`config.mk`:
```
export PLATFORM = sky130hd
export DESIGN_NAME = mem_subsys
export DESIGN_NICKNAME = d
export VERILOG_FILES = /design/src/hw/mem_subsys_pkg.sv /design/src/hw/icache.sv /design/src/hw/data_port.sv /design/src/hw/mem_arbiter.sv /design/src/hw/mem_subsys.sv
export VERILOG_INCLUDE_DIRS = /design/src /design/src/hw
export SDC_FILE = /design/constraint.sdc
export NUM_CORES = 1
export LEC_CHECK = 0
export BUFFER_PORTS_ARGS = -buffer_cell sky130_fd_sc_hd__buf_2
export CORE_MARGIN = 2
export CORE_UTILIZATION = 45
export DETAILED_ROUTE_END_ITERATION = 10
export PLACE_DENSITY_LB_ADDON = 0.2
export SYNTH_ARGS = -nofsm -noshare
export SYNTH_HDL_FRONTEND = slang
export SYNTH_HIERARCHICAL = 1
export SYNTH_SLANG_ARGS = --single-unit
```
`constraint.sdc`:
```
create_clock -name clk_i -period 7.8 [get_ports clk_i]
set_input_delay 1.56 -clock clk_i [delete_from_list [all_inputs] [get_ports clk_i]]
set_output_delay 1.56 -clock clk_i [all_outputs]
set_load 0.01 [all_outputs]
```
`src/hw/mem_subsys_defines.svh`:
```
// Sizes, region bits and memory port widths shared by the memory subsystem RTL and bench.
`ifndef MEM_SUBSYS_DEFINES_SVH
`define MEM_SUBSYS_DEFINES_SVH

// External memory port.
`define MEM_AW 32
`define MEM_DW 32
`define MEM_SW (`MEM_DW / 8)  // One strobe bit per byte.

// Instruction cache, one word per line.
`define ICACHE_LINES 16

// One-hot region select bits of the data bus address.
// Data memory wins over the timer when both bits are set.
`define REGION_DMEM_BIT  30
`define REGION_TIMER_BIT 28

// Byte offset bits inside a word.
`define WORD_OFS_W 2

`endif

```
`src/hw/mem_subsys_pkg.sv`:
```
// Request and response structs shared by the core ports, the cache, the data port and the arbiter.
`include "mem_subsys_defines.svh"

package mem_subsys_pkg;

    // One word transfer toward external memory. Zero strobe is a read.
    typedef struct packed {
        logic [`MEM_AW-1:0] addr;
        logic [`MEM_DW-1:0] wdata;
        logic [`MEM_SW-1:0] wstrb;
    } mem_req_t;

    // Core data bus access, held stable while stalled.
    typedef struct packed {
        logic               sel;
        logic               we;
        logic [`MEM_SW-1:0] mask;
        logic [`MEM_AW-1:0] addr;
        logic [`MEM_DW-1:0] wdata;
    } dbus_req_t;

    // Arbiter answer with a single cycle done pulse.
    typedef struct packed {
        logic               done;
        logic [`MEM_DW-1:0] rdata;
    } mem_rsp_t;

endpackage

```
`src/hw/icache.sv`:
```
// Direct-mapped one-word-line instruction cache; stalls fetch on a miss and refills via the arbiter.
`timescale 1ns/1ps
`include "mem_subsys_defines.svh"

module icache (
    input  logic                    clk_i,
    input  logic                    rst_n_i,

    input  logic [`MEM_AW-1:0]      ifetch_addr_i,
    output logic [`MEM_DW-1:0]      ifetch_data_o,
    output logic                    ifetch_stall_o,

    output logic                    fill_req_o,
    output mem_subsys_pkg::mem_req_t fill_req_o_data,
    input  mem_subsys_pkg::mem_rsp_t fill_rsp_i
);

    localparam int IDX_W = $clog2(`ICACHE_LINES);
    localparam int TAG_W = `MEM_AW - IDX_W - `WORD_OFS_W;

    logic [IDX_W-1:0] idx;
    logic [TAG_W-1:0] tag;
    logic             hit;

    logic [`ICACHE_LINES-1:0] valid_q;
    logic [TAG_W-1:0]         tag_mem  [`ICACHE_LINES];
    logic [`MEM_DW-1:0]       data_mem [`ICACHE_LINES];

    // Word address split into index and tag.
    assign idx = ifetch_addr_i[`WORD_OFS_W +: IDX_W];
    assign tag = ifetch_addr_i[`MEM_AW-1 -: TAG_W];

    // Lookup is purely combinational.
    assign hit = valid_q[idx] && (tag_mem[idx] == tag);

    assign ifetch_data_o  = data_mem[idx];
    assign ifetch_stall_o = !hit;

    // A miss asks for the missing word and keeps asking until done.
    assign fill_req_o            = !hit;
    assign fill_req_o_data.addr  = {ifetch_addr_i[`MEM_AW-1:`WORD_OFS_W], {`WORD_OFS_W{1'b0}}};
    assign fill_req_o_data.wdata = '0;
    assign fill_req_o_data.wstrb = '0;  // Read only.

    always_ff @(posedge clk_i) begin
        if (!rst_n_i) begin
            valid_q <= '0;
        end else if (fill_rsp_i.done) begin
            valid_q[idx] <= 1'b1;
        end
    end

    // Tag and data arrays.
    always_ff @(posedge clk_i) begin
        if (fill_rsp_i.done) begin
            tag_mem[idx]  <= tag;
            data_mem[idx] <= fill_rsp_i.rdata;  // Hits next cycle.
        end
    end

endmodule

```
`src/hw/data_port.sv`:
```
// Data bus front end; decodes the memory and timer regions and holds the free-running timer.
`timescale 1ns/1ps
`include "mem_subsys_defines.svh"

module data_port (
    input  logic                     clk_i,
    input  logic                     rst_n_i,

    input  mem_subsys_pkg::dbus_req_t dbus_req_i,
    output logic [`MEM_DW-1:0]       dbus_rdata_o,
    output logic                     dbus_stall_o,

    output logic                     dmem_req_o,
    output mem_subsys_pkg::mem_req_t dmem_req_o_data,
    input  mem_subsys_pkg::mem_rsp_t dmem_rsp_i
);

    logic               in_dmem;
    logic               in_timer;
    logic               sel_dmem;
    logic               sel_timer;
    logic               done_q;
    logic [`MEM_DW-1:0] rdata_q;
    logic [`MEM_DW-1:0] timer_q;
    logic [`MEM_DW-1:0] timer_wr;

    // Memory region has priority over the timer.
    assign in_dmem   = dbus_req_i.addr[`REGION_DMEM_BIT];
    assign in_timer  = !in_dmem && dbus_req_i.addr[`REGION_TIMER_BIT];
    assign sel_dmem  = dbus_req_i.sel && in_dmem;
    assign sel_timer = dbus_req_i.sel && in_timer;

    // done_q marks the completion cycle, when the request is still on the bus.
    assign dmem_req_o   = sel_dmem && !done_q;
    assign dbus_stall_o = sel_dmem && !done_q;

    assign dmem_req_o_data.addr  = dbus_req_i.addr;
    assign dmem_req_o_data.wdata = dbus_req_i.wdata;
    assign dmem_req_o_data.wstrb = dbus_req_i.we ? dbus_req_i.mask : '0;

    always_ff @(posedge clk_i) begin
        if (!rst_n_i) begin
            done_q <= 1'b0;
        end else begin
            done_q <= dmem_rsp_i.done;
        end
    end

    always_ff @(posedge clk_i) begin
        if (dmem_rsp_i.done) begin
            rdata_q <= dmem_rsp_i.rdata;
        end
    end

    always_comb begin
        if (in_dmem) begin
            dbus_rdata_o = dmem_rsp_i.done ? dmem_rsp_i.rdata : rdata_q;
        end else if (in_timer) begin
            dbus_rdata_o = timer_q;  // Zero wait.
        end else begin
            dbus_rdata_o = '0;
        end
    end

    // Byte merge for a timer load.
    always_comb begin
        for (int i = 0; i < `MEM_SW; i++) begin
            timer_wr[8*i +: 8] = dbus_req_i.mask[i] ? dbus_req_i.wdata[8*i +: 8]
                                                    : timer_q[8*i +: 8];
        end
    end

    always_ff @(posedge clk_i) begin
        if (!rst_n_i) begin
            timer_q <= '0;
        end else if (sel_timer && dbus_req_i.we) begin
            timer_q <= timer_wr;  // Counts on from here next cycle.
        end else begin
            timer_q <= timer_q + 1'b1;
        end
    end

endmodule

```
`src/hw/mem_arbiter.sv`:
```
// Grants the single external memory port to the data or instruction side and routes the answer back.
`timescale 1ns/1ps
`include "mem_subsys_defines.svh"

module mem_arbiter (
    input  logic                     clk_i,
    input  logic                     rst_n_i,

    input  logic                     ireq_i,
    input  mem_subsys_pkg::mem_req_t ireq_data_i,
    output mem_subsys_pkg::mem_rsp_t irsp_o,

    input  logic                     dreq_i,
    input  mem_subsys_pkg::mem_req_t dreq_data_i,
    output mem_subsys_pkg::mem_rsp_t drsp_o,

    output logic                     mem_valid_o,
    input  logic                     mem_ready_i,
    output logic [`MEM_SW-1:0]       mem_wstrb_o,
    output logic [`MEM_AW-1:0]       mem_addr_o,
    output logic [`MEM_DW-1:0]       mem_wdata_o,
    input  logic [`MEM_DW-1:0]       mem_rdata_i
);

    typedef enum logic [1:0] {
        ST_IDLE,
        ST_DBUSY,
        ST_IBUSY
    } state_t;

    state_t                   state_q;
    state_t                   state_d;
    mem_subsys_pkg::mem_req_t grant_req;
    mem_subsys_pkg::mem_req_t req_q;

    // Data side first.
    assign grant_req = dreq_i ? dreq_data_i : ireq_data_i;

    always_comb begin
        state_d = state_q;
        case (state_q)
            ST_IDLE: begin
                if (dreq_i) begin
                    state_d = ST_DBUSY;
                end else if (ireq_i) begin
                    state_d = ST_IBUSY;
                end
            end
            ST_DBUSY, ST_IBUSY: begin
                if (mem_ready_i) begin
                    state_d = ST_IDLE;  // Transfer happens this cycle.
                end
            end
            default: state_d = ST_IDLE;
        endcase
    end

    always_ff @(posedge clk_i) begin
        if (!rst_n_i) begin
            state_q     <= ST_IDLE;
            mem_valid_o <= 1'b0;
        end else begin
            state_q     <= state_d;
            mem_valid_o <= (state_d != ST_IDLE);
        end
    end

    // Request fields only load while idle, so they hold for the whole wait.
    always_ff @(posedge clk_i) begin
        if (state_q == ST_IDLE) begin
            req_q <= grant_req;
        end
    end

    assign mem_addr_o  = req_q.addr;
    assign mem_wdata_o = req_q.wdata;
    assign mem_wstrb_o = req_q.wstrb;

    // Busy implies valid, so ready alone ends the transfer.
    assign drsp_o.done  = (state_q == ST_DBUSY) && mem_ready_i;
    assign drsp_o.rdata = mem_rdata_i;
    assign irsp_o.done  = (state_q == ST_IBUSY) && mem_ready_i;
    assign irsp_o.rdata = mem_rdata_i;

endmodule

```
`src/hw/mem_subsys.sv`:
```
// Memory subsystem top; joins the instruction cache, data port and arbiter to the outside ports.
`timescale 1ns/1ps
`include "mem_subsys_defines.svh"

module mem_subsys (
    input  logic                      clk_i,
    input  logic                      rst_n_i,

    input  logic [`MEM_AW-1:0]        ifetch_addr_i,
    output logic [`MEM_DW-1:0]        ifetch_data_o,
    output logic                      ifetch_stall_o,

    input  mem_subsys_pkg::dbus_req_t dbus_req_i,
    output logic [`MEM_DW-1:0]        dbus_rdata_o,
    output logic                      dbus_stall_o,

    output logic                      mem_valid_o,
    input  logic                      mem_ready_i,
    output logic [`MEM_SW-1:0]        mem_wstrb_o,
    output logic [`MEM_AW-1:0]        mem_addr_o,
    output logic [`MEM_DW-1:0]        mem_wdata_o,
    input  logic [`MEM_DW-1:0]        mem_rdata_i
);

    logic                     ireq;
    mem_subsys_pkg::mem_req_t ireq_data;
    mem_subsys_pkg::mem_rsp_t irsp;

    logic                     dreq;
    mem_subsys_pkg::mem_req_t dreq_data;
    mem_subsys_pkg::mem_rsp_t drsp;

    icache i_icache (
        .clk_i           (clk_i),
        .rst_n_i         (rst_n_i),
        .ifetch_addr_i   (ifetch_addr_i),
        .ifetch_data_o   (ifetch_data_o),
        .ifetch_stall_o  (ifetch_stall_o),
        .fill_req_o      (ireq),
        .fill_req_o_data (ireq_data),
        .fill_rsp_i      (irsp)
    );

    data_port i_data_port (
        .clk_i           (clk_i),
        .rst_n_i         (rst_n_i),
        .dbus_req_i      (dbus_req_i),
        .dbus_rdata_o    (dbus_rdata_o),
        .dbus_stall_o    (dbus_stall_o),
        .dmem_req_o      (dreq),
        .dmem_req_o_data (dreq_data),
        .dmem_rsp_i      (drsp)
    );

    mem_arbiter i_mem_arbiter (
        .clk_i       (clk_i),
        .rst_n_i     (rst_n_i),
        .ireq_i      (ireq),
        .ireq_data_i (ireq_data),
        .irsp_o      (irsp),
        .dreq_i      (dreq),
        .dreq_data_i (dreq_data),
        .drsp_o      (drsp),
        .mem_valid_o (mem_valid_o),
        .mem_ready_i (mem_ready_i),
        .mem_wstrb_o (mem_wstrb_o),
        .mem_addr_o  (mem_addr_o),
        .mem_wdata_o (mem_wdata_o),
        .mem_rdata_i (mem_rdata_i)
    );

endmodule

```
==> Word-level counts from Yosys, hierarchy flattened <==
Memories as Yosys holds them, arrays and structs flattened.
Cells that the tools add are included.
{ "classes": {"n_addsub": 1, "order_cmp": 2, "eq_ne": 7, "muxes": 20, "bitwise_logic": 1, "reduce_logical": 16} }
{ "ops": {"columns": ["op", "n"], "rows": [
  ["32-bit 2-to-1 mux", 4],
  ["68-bit 2-to-1 mux", 1],
  ["32-bit by 1-bit adder with 32-bit output (second input constant)", 1],
  ["8-bit 2-to-1 mux", 4],
  ["26-bit equality test", 1],
  ["16-bit bitwise OR", 1],
  ["1-bit logical AND", 9],
  ["2-bit inequality test (second input constant)", 4],
  ["2-bit 2-to-1 mux", 3],
  ["4-bit by 5-bit < comparator with 1-bit output (second input constant)", 1],
  ["1-bit binary-select mux with 4-bit select", 1],
  ["1-bit demux with 4-bit select", 1],
  ["4-bit by 1-bit greater-or-equal comparator with 1-bit output (second input constant)", 1],
  ["1-bit 2-to-1 mux", 4],
  ["4-bit 2-to-1 mux", 1],
  ["2-bit one-hot mux with 2 select lines", 1],
  ["1-bit logical NOT", 3],
  ["2-bit by 1-bit equality test with 1-bit output (second input constant)", 1],
  ["2-bit equality test (second input constant)", 1],
  ["2-bit logical NOT", 1],
  ["2-bit AND reduction", 1],
  ["2-bit nonzero test", 1],
  ["2-bit OR reduction", 1]
]} }
{ "totals": {"ff_bits": 152, "mem_bits_rw": 928, "input_bits": 137, "output_inout_bits": 135, "wordCells": 62, "n_memories": 2} }
{ "mem_list": {"columns": ["name", "words", "width", "rd", "rd_ports_with_merged_regs", "wr", "line_no", "text"], "rows": [
  ["i_icache.data_mem", 16, 32, 1, 0, 1, "icache.sv:27", "logic [`MEM_DW-1:0] data_mem [`ICACHE_LINES];"],
  ["i_icache.tag_mem", 16, 26, 1, 0, 1, "icache.sv:26", "logic [TAG_W-1:0] tag_mem [`ICACHE_LINES];"]
]} }

==> Longest topological paths before layout <==
Gate-level depths: netlist of the first run.
{ "logic_depth": {"ltp_word": 7, "mapped_depth": 15, "depth_no_buf": 10} }

==> Modules after synthesis <==
Netlist of the first run, hierarchy kept.
{ "by_module_without_submodules": {"columns": ["mod", "n_inst", "cells_each", "area_per_inst_um2", "seq_area_each_um2"], "rows": [
  ["icache", 1, 1644, 37096.8, 28187.0],
  ["data_port", 1, 491, 3873.7, 1301.2],
  ["mem_arbiter", 1, 230, 3580.9, 2102.0]
]} }

==> Worst setup path after synthesis of the first run <==
OpenSTA, ideal clock, no wires.
{ "synth_path": {"path_type": "input port to flip-flop", "startpoint": "in ifetch_addr_i[3]", "endpoint": "mem i_icache/data_mem[0][0] in the netlist's numbering (enable)", "setup_ns": 0.476, "t_arrival_ns": 5.436, "required_ns": 7.324, "path_slack_ns": 1.888, "cell_stages": 7, "path_buffers": 5, "cell_sequence": "buf_2 > buf_4 > buf_4 > buf_2 > buf_2 > or3b_2 > nor2_1"} }
{ "synth_lines": {"columns": ["element", "line_no", "text"], "rows": [
  ["start: declaration", "mem_subsys.sv:9", "input logic [`MEM_AW-1:0] ifetch_addr_i,"],
  ["end: declaration", "icache.sv:27", null]
]} }
Straight into the memory's write port.

==> Worst setup path after layout of the first run <==
{ "layout_path": {"startpoint": "in ifetch_addr_i[3]", "endpoint": "out ifetch_stall_o"} }
{ "layout_via": {"elab_chain_cells": 4, "word_cells_on_any_way": 6, "cone_classes": "eq/ne (1); mux (2); reduce/logical (2); memory (1)"} }
{ "layout_rtl": {"columns": ["element", "line_no", "text"], "rows": [
  ["memory 16 x 26 bit or 1-bit binary-select mux with 4-bit select (tied branches)", null, null],
  ["26-bit equality test or 1-bit 2-to-1 mux (tied branches)", "icache.sv:34", "assign hit = valid_q[idx] && (tag_mem[idx] == tag);"],
  ["1-bit logical AND (*)", "icache.sv:34", null],
  ["1-bit logical NOT (*)", "icache.sv:37", "assign ifetch_stall_o = !hit;"],
  ["end: declaration", "mem_subsys.sv:11", "output logic ifetch_stall_o,"]
]} }
Every way passes the cells marked *; elsewhere a longest branch is shown, timed or not. The select of a mux whose other input is x is not followed.

==> flow_summary.json, run 1 <==
{
  "synth_common_cells": "edfxtp_1 (996), mux4_2 (232), buf_4 (205), nand2_1 (124), mux2_2 (100)",
  "drtPass1Iterations": 6,
  "gp_congestion": 0.840,
  "io_pins": 272,
  "worstSkewPairLatency_ns": 0.70,
  "min-delay-path-class": "flop to flop",
  "routed_wirelength_um": 108000,
  "syn_area_um2": 44600,
  "sequentialPowerShare": 0.510,
  "utilization": 0.506,
  "rr_startpoint": "i_icache/tag_mem[9][18]$_DFFE_PP_",
  "synth.top_cell.area_share": 0.671,
  "yosys.cell_types.count": 75,
  "start_kind": "input port",
  "synth-edff-count": 996,
  "placed_area_um2": 46000,
  "post-cts-setup-buffer-count": 0,
  "fin_nets": 2663,
  "p_int_mw": 9.97,
  "p_leak_nw": 16.5,
  "slew_violations": 0,
  "ys.warnings.count": 6,
  "worst_pin_slew_ns": 1.22,
  "grt_pass1_vias": 23200,
  "synth.area.top_cells": "edfxtp_1 (67%), mux4_2 (12%), dfxtp_1 (3.8%)",
  "start_util": 0.453,
  "yosysMostFrequentCell": "edfxtp_1",
  "hold_start": "i_icache/valid_q[14]$_SDFFE_PN0P_",
  "clkTransAtPathRegs_ns": 0.06,
  "synth-seq-cells": 1080,
  "drc_errors": 0,
  "rsz0062_at_grt": "false",
  "finalSetupViolCount": 0,
  "fmax_mhz": 148,
  "setup_tns_ns": 0,
  "hold_viol": 0,
  "finalCritPeriodShare": 0.867,
  "cts.path.max_buffers": 3,
  "whs_path_depth": 1,
  "hold_buffers": 0,
  "gr-total-overflow": 0,
  "num_vias": 22300,
  "die_h_um": 319,
  "p_switching_mw": 2.84,
  "final_antenna_net_count": 0,
  "critPathCaptureType": "primary output",
  "async_flop_share": 0,
  "grt_pass1_wl_um": 157000,
  "synthCells": 2365,
  "yosysSeqAreaShare": 0.709,
  "tritoncts": "yes",
  "cp_max_fo": 105,
  "port_buffers": 269,
  "slew_headroom": 0.185,
  "die_w_um": 319,
  "cellPowerDensity_nw_per_um2": 257,
  "vdd_ir_drop_max_mv": 0.193,
  "synth_flop_cell": "edfxtp_1",
  "cp.arrival_ns": 5.20,
  "hpwl_um": 63000,
  "finalPower_mw": 12.8,
  "critPathRequiredTime_ns": 6.24,
  "syn_to_final_growth_pct": 11.6,
  "hold_end": "i_icache/valid_q[14]$_SDFFE_PN0P_",
  "status": "finished clean",
  "swShare": 0.222,
  "postLayoutCellArea_um2": 49700,
  "grt_usage": 0.211,
  "synth.avg_cell_area_um2": 18.8,
  "antenna_found_initial": 11,
  "crit_type": "input port to primary output",
  "core_um2": 98300,
  "fin_crit_ns": 6.76,
  "fin_worst_skew_ns": 0.0346,
  "cts_buffers": 109,
  "cts-resized-gates": 0,
  "r2r_setup_slack_ns": 4.51,
  "cts_num_sinks": 1080,
  "cts_max_level": 3,
  "grt_max_degree": 106,
  "synth_area_leader_cell": "edfxtp_1",
  "drt-wirelength-per-cell_um": 27.6,
  "max-cap-violations": 0,
  "row_count": 115,
  "vias_per_cell": 5.71,
  "r2r_end": "i_mem_arbiter/mem_valid_o$_SDFF_PN0_",
  "drive_gt1_frac": 0.326,
  "p_comb_frac": 0.076,
  "clockPowerShare": 0.414,
  "clock-root-buffer": "clkbuf_16",
  "drt_iter0_markers": 2419,
  "die-area_um2": 102000,
  "worst_r2r_path_depth": 10
}
==> power by group through the flow <==
stage | logic, mW | clock network, mW | registers (mW)
4_1_cts | 0.983 | 5.41 | 6.53
5_1_grt | 1.05 | 5.64 | 6.54
2_1_floorplan | 0.610 | 0 | 6.67
6_report | 0.974 | 5.31 | 6.53
3_5_place_dp | 0.981 | 0 | 6.65
3_3_place_gp | 0.963 | 0 | 6.64
==> placed cells by master (no fill, tap or decap), drive strengths merged, types with 4 or more instances in the layout <==
cell,count
xor2,6
and2,17
o21a,18
o211ai,8
nand2b,7
a211oi,12
nand2,125
a21oi,27
xnor2,17
o22ai,16
a221oi,8
nand3,20
mux2i,68
nor2,42
dfxtp,84
a31oi,9
diode,5
nand3b,4
inv,18
clkinvlp,5
nor2b,11
clkbuf,143
and4,6
o2111ai,5
a22oi,10
nor3,20
conb,38
ha,5
edfxtp,996
bufinv,14
mux4,248
nand4,7
nor4,7
o21ai,68
clkinv,43
buf,321
and3,10
mux2,109
==> per-stage QoR <==
step | hold slack, ns | std cells | setup WS, ns
2_1_floorplan | 0.435 | 2402 | 1.89
3_3_place_gp | 0.441 | 3697 | 1.04
3_5_place_dp | 0.449 | 3697 | 1.02
4_1_cts | 0.467 | 3902 | 1.02
5_1_grt | 0.475 | 3904 | 0.860
6_report | 0.465 | 3907 | 1.04
==> routing by layer <==
layer,vias to the layer above,share of wire,track usage
li1,9617,-,-
met5,-,0.000065,0
met3,146,0.067,0.0453
met1,11800,0.42,0.286
met4,2,0.021,0.0582
met2,758,0.49,0.348
==> final cells by class <==
class | instances | area (um2)
Fill cell | 7955 | 48500
Timing Repair Buffer | 321 | 1830
Clock inverter | 62 | 773
Sequential cell | 1080 | 31600
Inverter | 18 | 68.8
Multi-Input combinational cell | 991 | 10900
Tap cell | 1287 | 1610
Clock buffer | 143 | 2910
Antenna cell | 5 | 12.5
==> logic make-up after synthesis <==
group	after synthesis	synth area share
mux	425	0.170
buf+inv	331	0.0515
simple gates	287	0.0313
other cells	1	0.0000842
xor+xnor	23	0.00452
fa+ha+maj	5	0.00140
flops	1080	0.709
compound gates	213	0.0318
==> state kept, by name (all words and copies together) (netlist names) <==
signal,flops
i_icache/data_mem,512
i_icache/tag_mem,416
i_data_port/rdata_q,32
i_data_port/timer_q,32
i_mem_arbiter/mem_addr_o,32
i_mem_arbiter/mem_wdata_o,32
i_icache/valid_q,16
i_mem_arbiter/mem_wstrb_o,4
i_mem_arbiter/state_q,2
i_data_port/done_q,1
i_mem_arbiter/mem_valid_o,1
==> worst max-delay path by stage <==
stage                           startpoint                                end  slack, ns  cells past startpoint
after floorplan           ifetch_addr_i[3]  i_icache/data_mem[0][0]$_DFFE_PP_       1.89                      7
after global placement    ifetch_addr_i[3]                     ifetch_stall_o       1.04                     10
after detailed placement  ifetch_addr_i[3]                     ifetch_stall_o       1.02                     10
after CTS                 ifetch_addr_i[3]                     ifetch_stall_o       1.02                     10
after global routing      ifetch_addr_i[3]                     ifetch_stall_o       0.86                     10
final                     ifetch_addr_i[3]                     ifetch_stall_o       1.04                     11
==> worst max-delay path, cell delays in order <==
cell and delay [ns]:
buf_8 0.66, buf_4 0.68, mux4_2 0.40, mux2i_1 0.14, mux2i_1 0.12, xnor2_1 0.35
nand3_1 0.20, nor4_2 0.29, nand4b_1 0.19, buf_4 0.25, buf_2 0.16
(Power assumes the default switching activity.)
==> run 2, diff against run 1 <==
- BUFFER_PORTS_ARGS: -buffer_cell sky130_fd_sc_hd__buf_2 -> -buffer_cell sky130_fd_sc_hd__buf_4
==> flow_summary.json, run 2 (synthesis results as in run 1) <==
{
  "layout_common_cells": "edfxtp_1 (996), buf_4 (319), mux4_2 (232), nand2_1 (124), clkbuf_16 (111)",
  "final_antenna_net_count": 0,
  "grt_pass1_wl_um": 158000,
  "gr-max-usage-layer": "met2",
  "die-area_um2": 102000,
  "cts_num_sinks": 1080,
  "gp_congestion": 0.848,
  "drt_iter0_markers": 2327,
  "finalCritPeriodShare": 0.853,
  "crit_buf_inv": 4,
  "syn_to_final_growth_pct": 12.7,
  "drt-wirelength-per-cell_um": 27.7,
  "die_w_um": 319,
  "cts_buffers": 111,
  "cts.path.max_buffers": 3,
  "crit_family": "buffers and inverters",
  "slew_violations": 0,
  "grt_pass1_vias": 23200,
  "crit_chain": "buf_8, buf_4, mux4_1, nand2b_1, nand2_1, xor2_1, nor4_1, a31oi_1, nand4b_1, buf_4, buf_4",
  "min-delay-path-class": "flop to flop",
  "cp_max_fo": 77,
  "largest_reg_flops": 512,
  "hold_buffers": 0,
  "final_common_cell": "edfxtp_1",
  "hold_viol": 0,
  "grt_max_degree": 91,
  "tritoncts": "yes",
  "hpwl_um": 62800,
  "worstSkewPairLatency_ns": 0.69,
  "top_register": "i_icache/data_mem",
  "vias_per_cell": 5.71,
  "clock-root-buffer": "clkbuf_16",
  "met1_usage": 0.295,
  "status": "finished clean",
  "critPathSlowestCell": "nor4_1",
  "start_kind": "input port",
  "critPathCaptureType": "primary output",
  "clkTransAtPathRegs_ns": 0.06,
  "finalSetupViolCount": 0,
  "start_util": 0.453,
  "utilization": 0.511,
  "die_h_um": 319,
  "num_vias": 22300,
  "fin_worst_skew_ns": 0.0168,
  "critPathRequiredTime_ns": 6.24,
  "worst_path_most_repeated_cell": "buf_4",
  "placed_area_um2": 46700,
  "grt_util_met3": 0.0345,
  "vdd_ir_drop_max_mv": 0.177,
  "grt_use_met2": 0.354,
  "fin_nets": 2666,
  "cts_max_level": 3,
  "gr-total-overflow": 0,
  "antenna_found_initial": 1,
  "crit_type": "input port to primary output",
  "fin_crit_ns": 6.65,
  "core_um2": 98300,
  "max-cap-violations": 0,
  "p_leak_nw": 16.6,
  "routed_wirelength_um": 108000,
  "rsz0062_at_grt": "false",
  "port_buffers": 269,
  "fmax_mhz": 150,
  "setup_tns_ns": 0,
  "biggestRegsByFlops": "i_icache/data_mem: 512 flops, i_icache/tag_mem: 416 flops",
  "cellPowerDensity_nw_per_um2": 253,
  "cpPeakStageDelay_ns": 0.66,
  "postLayoutCellArea_um2": 50200,
  "drc_errors": 0,
  "worst_pin_slew_ns": 1.16,
  "slew_headroom": 0.227,
  "post-cts-setup-buffer-count": 0,
  "drtPass1Iterations": 5,
  "io_pins": 272,
  "cp.arrival_ns": 5.09,
  "row_count": 115,
  "grt_usage": 0.213,
  "drive_gt1_frac": 0.327,
  "cts-resized-gates": 0
}
run 2: changes by cell type in the layout (fill, tap and decap cells not counted), moves of 2 or more:
| cell | change |
|---|---|
| clkbuf_1 | -2 |
| buf_2 | -267 |
| inv_16 | +2 |
| diode_2 | -3 |
| buf_12 | -5 |
| bufinv_16 | -9 |
| clkinv_2 | +9 |
| buf_4 | +273 |
| clkbuf_16 | +2 |
| clkbuf_8 | +5 |
run 2: power breakdown:
group | switching (mW) | total, mW | internal [mW]
clock network | 2.21 | 5.10 | 2.90
registers | 0.0427 | 6.53 | 6.49
logic | 0.601 | 1.05 | 0.451
total | 2.85 | 12.7 | 9.83
run 2: layer usage:
| metal | wire length [um] | up-vias |
|---|---|---|
| li1 | - | 9608 |
| met1 | 46300 | 11800 |
| met2 | 53400 | 782 |
| met3 | 6650 | 128 |
| met4 | 1940 | 0 |
| met5 | 0 | - |
run 2: path summary, 6_finish.rpt:
path | startpoint | end | slack (ns) | cells after the start
min reg2reg | i_icache/valid_q[6]$_SDFFE_PN0P_ | i_icache/valid_q[6]$_SDFFE_PN0P_ | 0.46 | 1
min | i_icache/valid_q[6]$_SDFFE_PN0P_ | i_icache/valid_q[6]$_SDFFE_PN0P_ | 0.46 | 1
max | ifetch_addr_i[2] | ifetch_stall_o | 1.15 | 11
max reg2reg | i_mem_arbiter/state_q[0]$_SDFF_PN0_ | i_icache/tag_mem[2][11]$_DFFE_PP_ | 4.35 | 6
run 2: stage by stage:
stage	power, mW	worst slack [ns]	std cells	hold slack (ns)
2_1_floorplan	7.28	1.89	2402	0.435
3_3_place_gp	7.68	1.12	3698	0.442
3_5_place_dp	7.71	1.08	3698	0.450
6_report	12.7	1.15	3909	0.463
5_1_grt	13.1	0.921	3908	0.486
4_1_cts	12.8	1.08	3907	0.464
run 2: area by class of cell:
class	instances	area, um2
Clock buffer	148	3020
Timing Repair Buffer	322	2440
Fill cell	7889	48100
Clock inverter	61	529
Tap cell	1287	1610
Antenna cell	2	5.00
Inverter	18	68.8
Multi-Input combinational cell	991	10900
Sequential cell	1080	31600
==> run 3, diff against run 2 <==
==> constraint.sdc (replaced) <==
create_clock -name clk_i -period 7.8 [get_ports clk_i]
set_input_delay 0.78 -clock clk_i [delete_from_list [all_inputs] [get_ports clk_i]]
set_output_delay 0.78 -clock clk_i [all_outputs]
set_load 0.01 [all_outputs]
==> flow_summary.json, run 3 (synthesis results as in run 1) <==
{
  "num_vias": 22500,
  "cts.path.max_buffers": 3,
  "setup_tns_ns": 0,
  "grt_usage": 0.211,
  "row_count": 115,
  "clockPowerShare": 0.404,
  "drt_iter0_markers": 2249,
  "hold_buffers": 0,
  "vdd_ir_drop_max_mv": 0.175,
  "die_w_um": 319,
  "final_antenna_net_count": 0,
  "clkTransAtPathRegs_ns": 0.06,
  "p_int_mw": 9.87,
  "max-cap-violations": 0,
  "start_kind": "input port",
  "drc_errors": 0,
  "cts_num_sinks": 1080,
  "post-cts-setup-buffer-count": 0,
  "tritoncts": "yes",
  "min-delay-path-class": "input port to flop",
  "slew_violations": 0,
  "antenna_found_initial": 4,
  "io_pins": 272,
  "finalSetupViolCount": 0,
  "cpPeakStageDelay_ns": 0.64,
  "fmax_mhz": 182,
  "hpwl_um": 62100,
  "top_register": "i_icache/data_mem",
  "placed_cells": 3690,
  "layout_common_cells": "edfxtp_1 (996), buf_4 (309), mux4_2 (232), nand2_1 (124), clkbuf_16 (112)",
  "drt-wirelength-per-cell_um": 27.7,
  "grt_pass1_vias": 23300,
  "gr-total-overflow": 0,
  "syn_to_final_growth_pct": 12.5,
  "crit_chain": "buf_8, buf_4, mux4_2, mux2i_1, o221ai_1, a2111oi_1, a31oi_1, nand4b_1, buf_4",
  "worst_pin_slew_ns": 1.13,
  "crit_type": "input port to primary output",
  "cts_max_level": 3,
  "start_util": 0.453,
  "die_h_um": 319,
  "grt_max_degree": 105,
  "fin_worst_skew_ns": 0.0198,
  "sequentialPowerShare": 0.514,
  "rsz0062_at_grt": "false",
  "clock-root-buffer": "clkbuf_16",
  "drtPass1Iterations": 5,
  "cp.arrival_ns": 4.72,
  "p_leak_nw": 16.6,
  "cts-resized-gates": 0,
  "largest_reg_flops": 512,
  "cellPowerDensity_nw_per_um2": 253,
  "grt_pass1_wl_um": 157000,
  "whs_path_depth": 3,
  "critPathSlowestCell": "buf_8",
  "critPathCaptureType": "primary output",
  "final_cells": 3898,
  "routed_wirelength_um": 108000,
  "final_common_cell": "edfxtp_1",
  "slew_headroom": 0.244,
  "critPathRequiredTime_ns": 7.02,
  "worst_path_most_repeated_cell": "buf_4",
  "vias_per_cell": 5.77,
  "biggestRegsByFlops": "i_icache/data_mem: 512 flops, i_icache/tag_mem: 416 flops",
  "drive_gt1_frac": 0.323,
  "port_buffers": 269,
  "core_um2": 98300,
  "status": "finished clean",
  "cts_buffers": 111,
  "die-area_um2": 102000,
  "fin_nets": 2658,
  "hold_viol": 0,
  "swShare": 0.223,
  "hold_ws_ns": 0.353,
  "p_comb_frac": 0.082,
  "finalCritPeriodShare": 0.706,
  "p_switching_mw": 2.83,
  "gp_congestion": 0.888,
  "worstSkewPairLatency_ns": 0.69,
  "cp_max_fo": 83,
  "fin_crit_ns": 5.50,
  "worst_r2r_path_depth": 6
}
[run 3: cell count changes in the layout (fill, tap and decap cells not counted), sizes merged]
cell | before | now
inv | 20 | 22
clkinv | 50 | 53
bufinv | 5 | 9
buf | 322 | 314
clkbuf | 148 | 136
[run 3: final timing paths]
check	from	slack [ns]	endpoint
worst max-delay path	ifetch_addr_i[2]	2.30	ifetch_stall_o
worst min-delay path	dbus_req_i[28]	0.35	i_data_port/timer_q[28]$_SDFFE_PN0P_
worst max register to register	i_mem_arbiter/state_q[0]$_SDFF_PN0_	4.32	i_icache/tag_mem[14][17]$_DFFE_PP_
worst min register to register	i_icache/valid_q[14]$_SDFFE_PN0P_	0.46	i_icache/valid_q[14]$_SDFFE_PN0P_
[run 3: stage by stage]
step           utilization  worst slack (ns)  total power [mW]  instance area, um2
3_3_place_gp         0.474              2.33              7.67               46600
3_5_place_dp         0.474              2.29              7.70               46600
2_1_floorplan            -              2.67              7.28               44700
6_report             0.510              2.30              12.7               50100
4_1_cts              0.510              2.30              12.8               50100
5_1_grt              0.510              2.13              13.1               50100
[run 3: final cells by class]
| cell class | count | area [um2] |
|---|---|---|
| repair buffers | 314 | 2410 |
| multi-input cells | 991 | 10900 |
| clock inverters | 70 | 609 |
| diodes | 2 | 5.00 |
| clock buffers | 136 | 2890 |
| fillers | 7931 | 48100 |
| flip-flops and latches | 1080 | 31600 |
| well taps | 1287 | 1610 |
| inverters | 18 | 68.8 |
[run 3: power groups by stage]
stage	clock network (mW)	registers, mW	logic (mW)
after floorplan	0	6.67	0.610
after global placement	0	6.64	1.03
after detailed placement	0	6.65	1.05
after CTS	5.24	6.53	1.05
after global routing	5.46	6.54	1.11
final	5.12	6.53	1.04
[run 3: routing by layer]
metal / up-vias / global-route usage / part of all wire
met5: - / 0 / 0.000065
met4: 2 / 0.0561 / 0.020
met3: 138 / 0.0335 / 0.059
met2: 780 / 0.348 / 0.49
met1: 12000 / 0.294 / 0.43
li1: 9598 / - / -
[run 3: worst max-delay path: cells and delay by family]
kind	cells	cell delay, ns
AO/OA/AOI/OAI	3	0.91
buffers and inverters	3	1.46
multiplexers	2	0.97
AND/OR/NAND/NOR	1	0.48
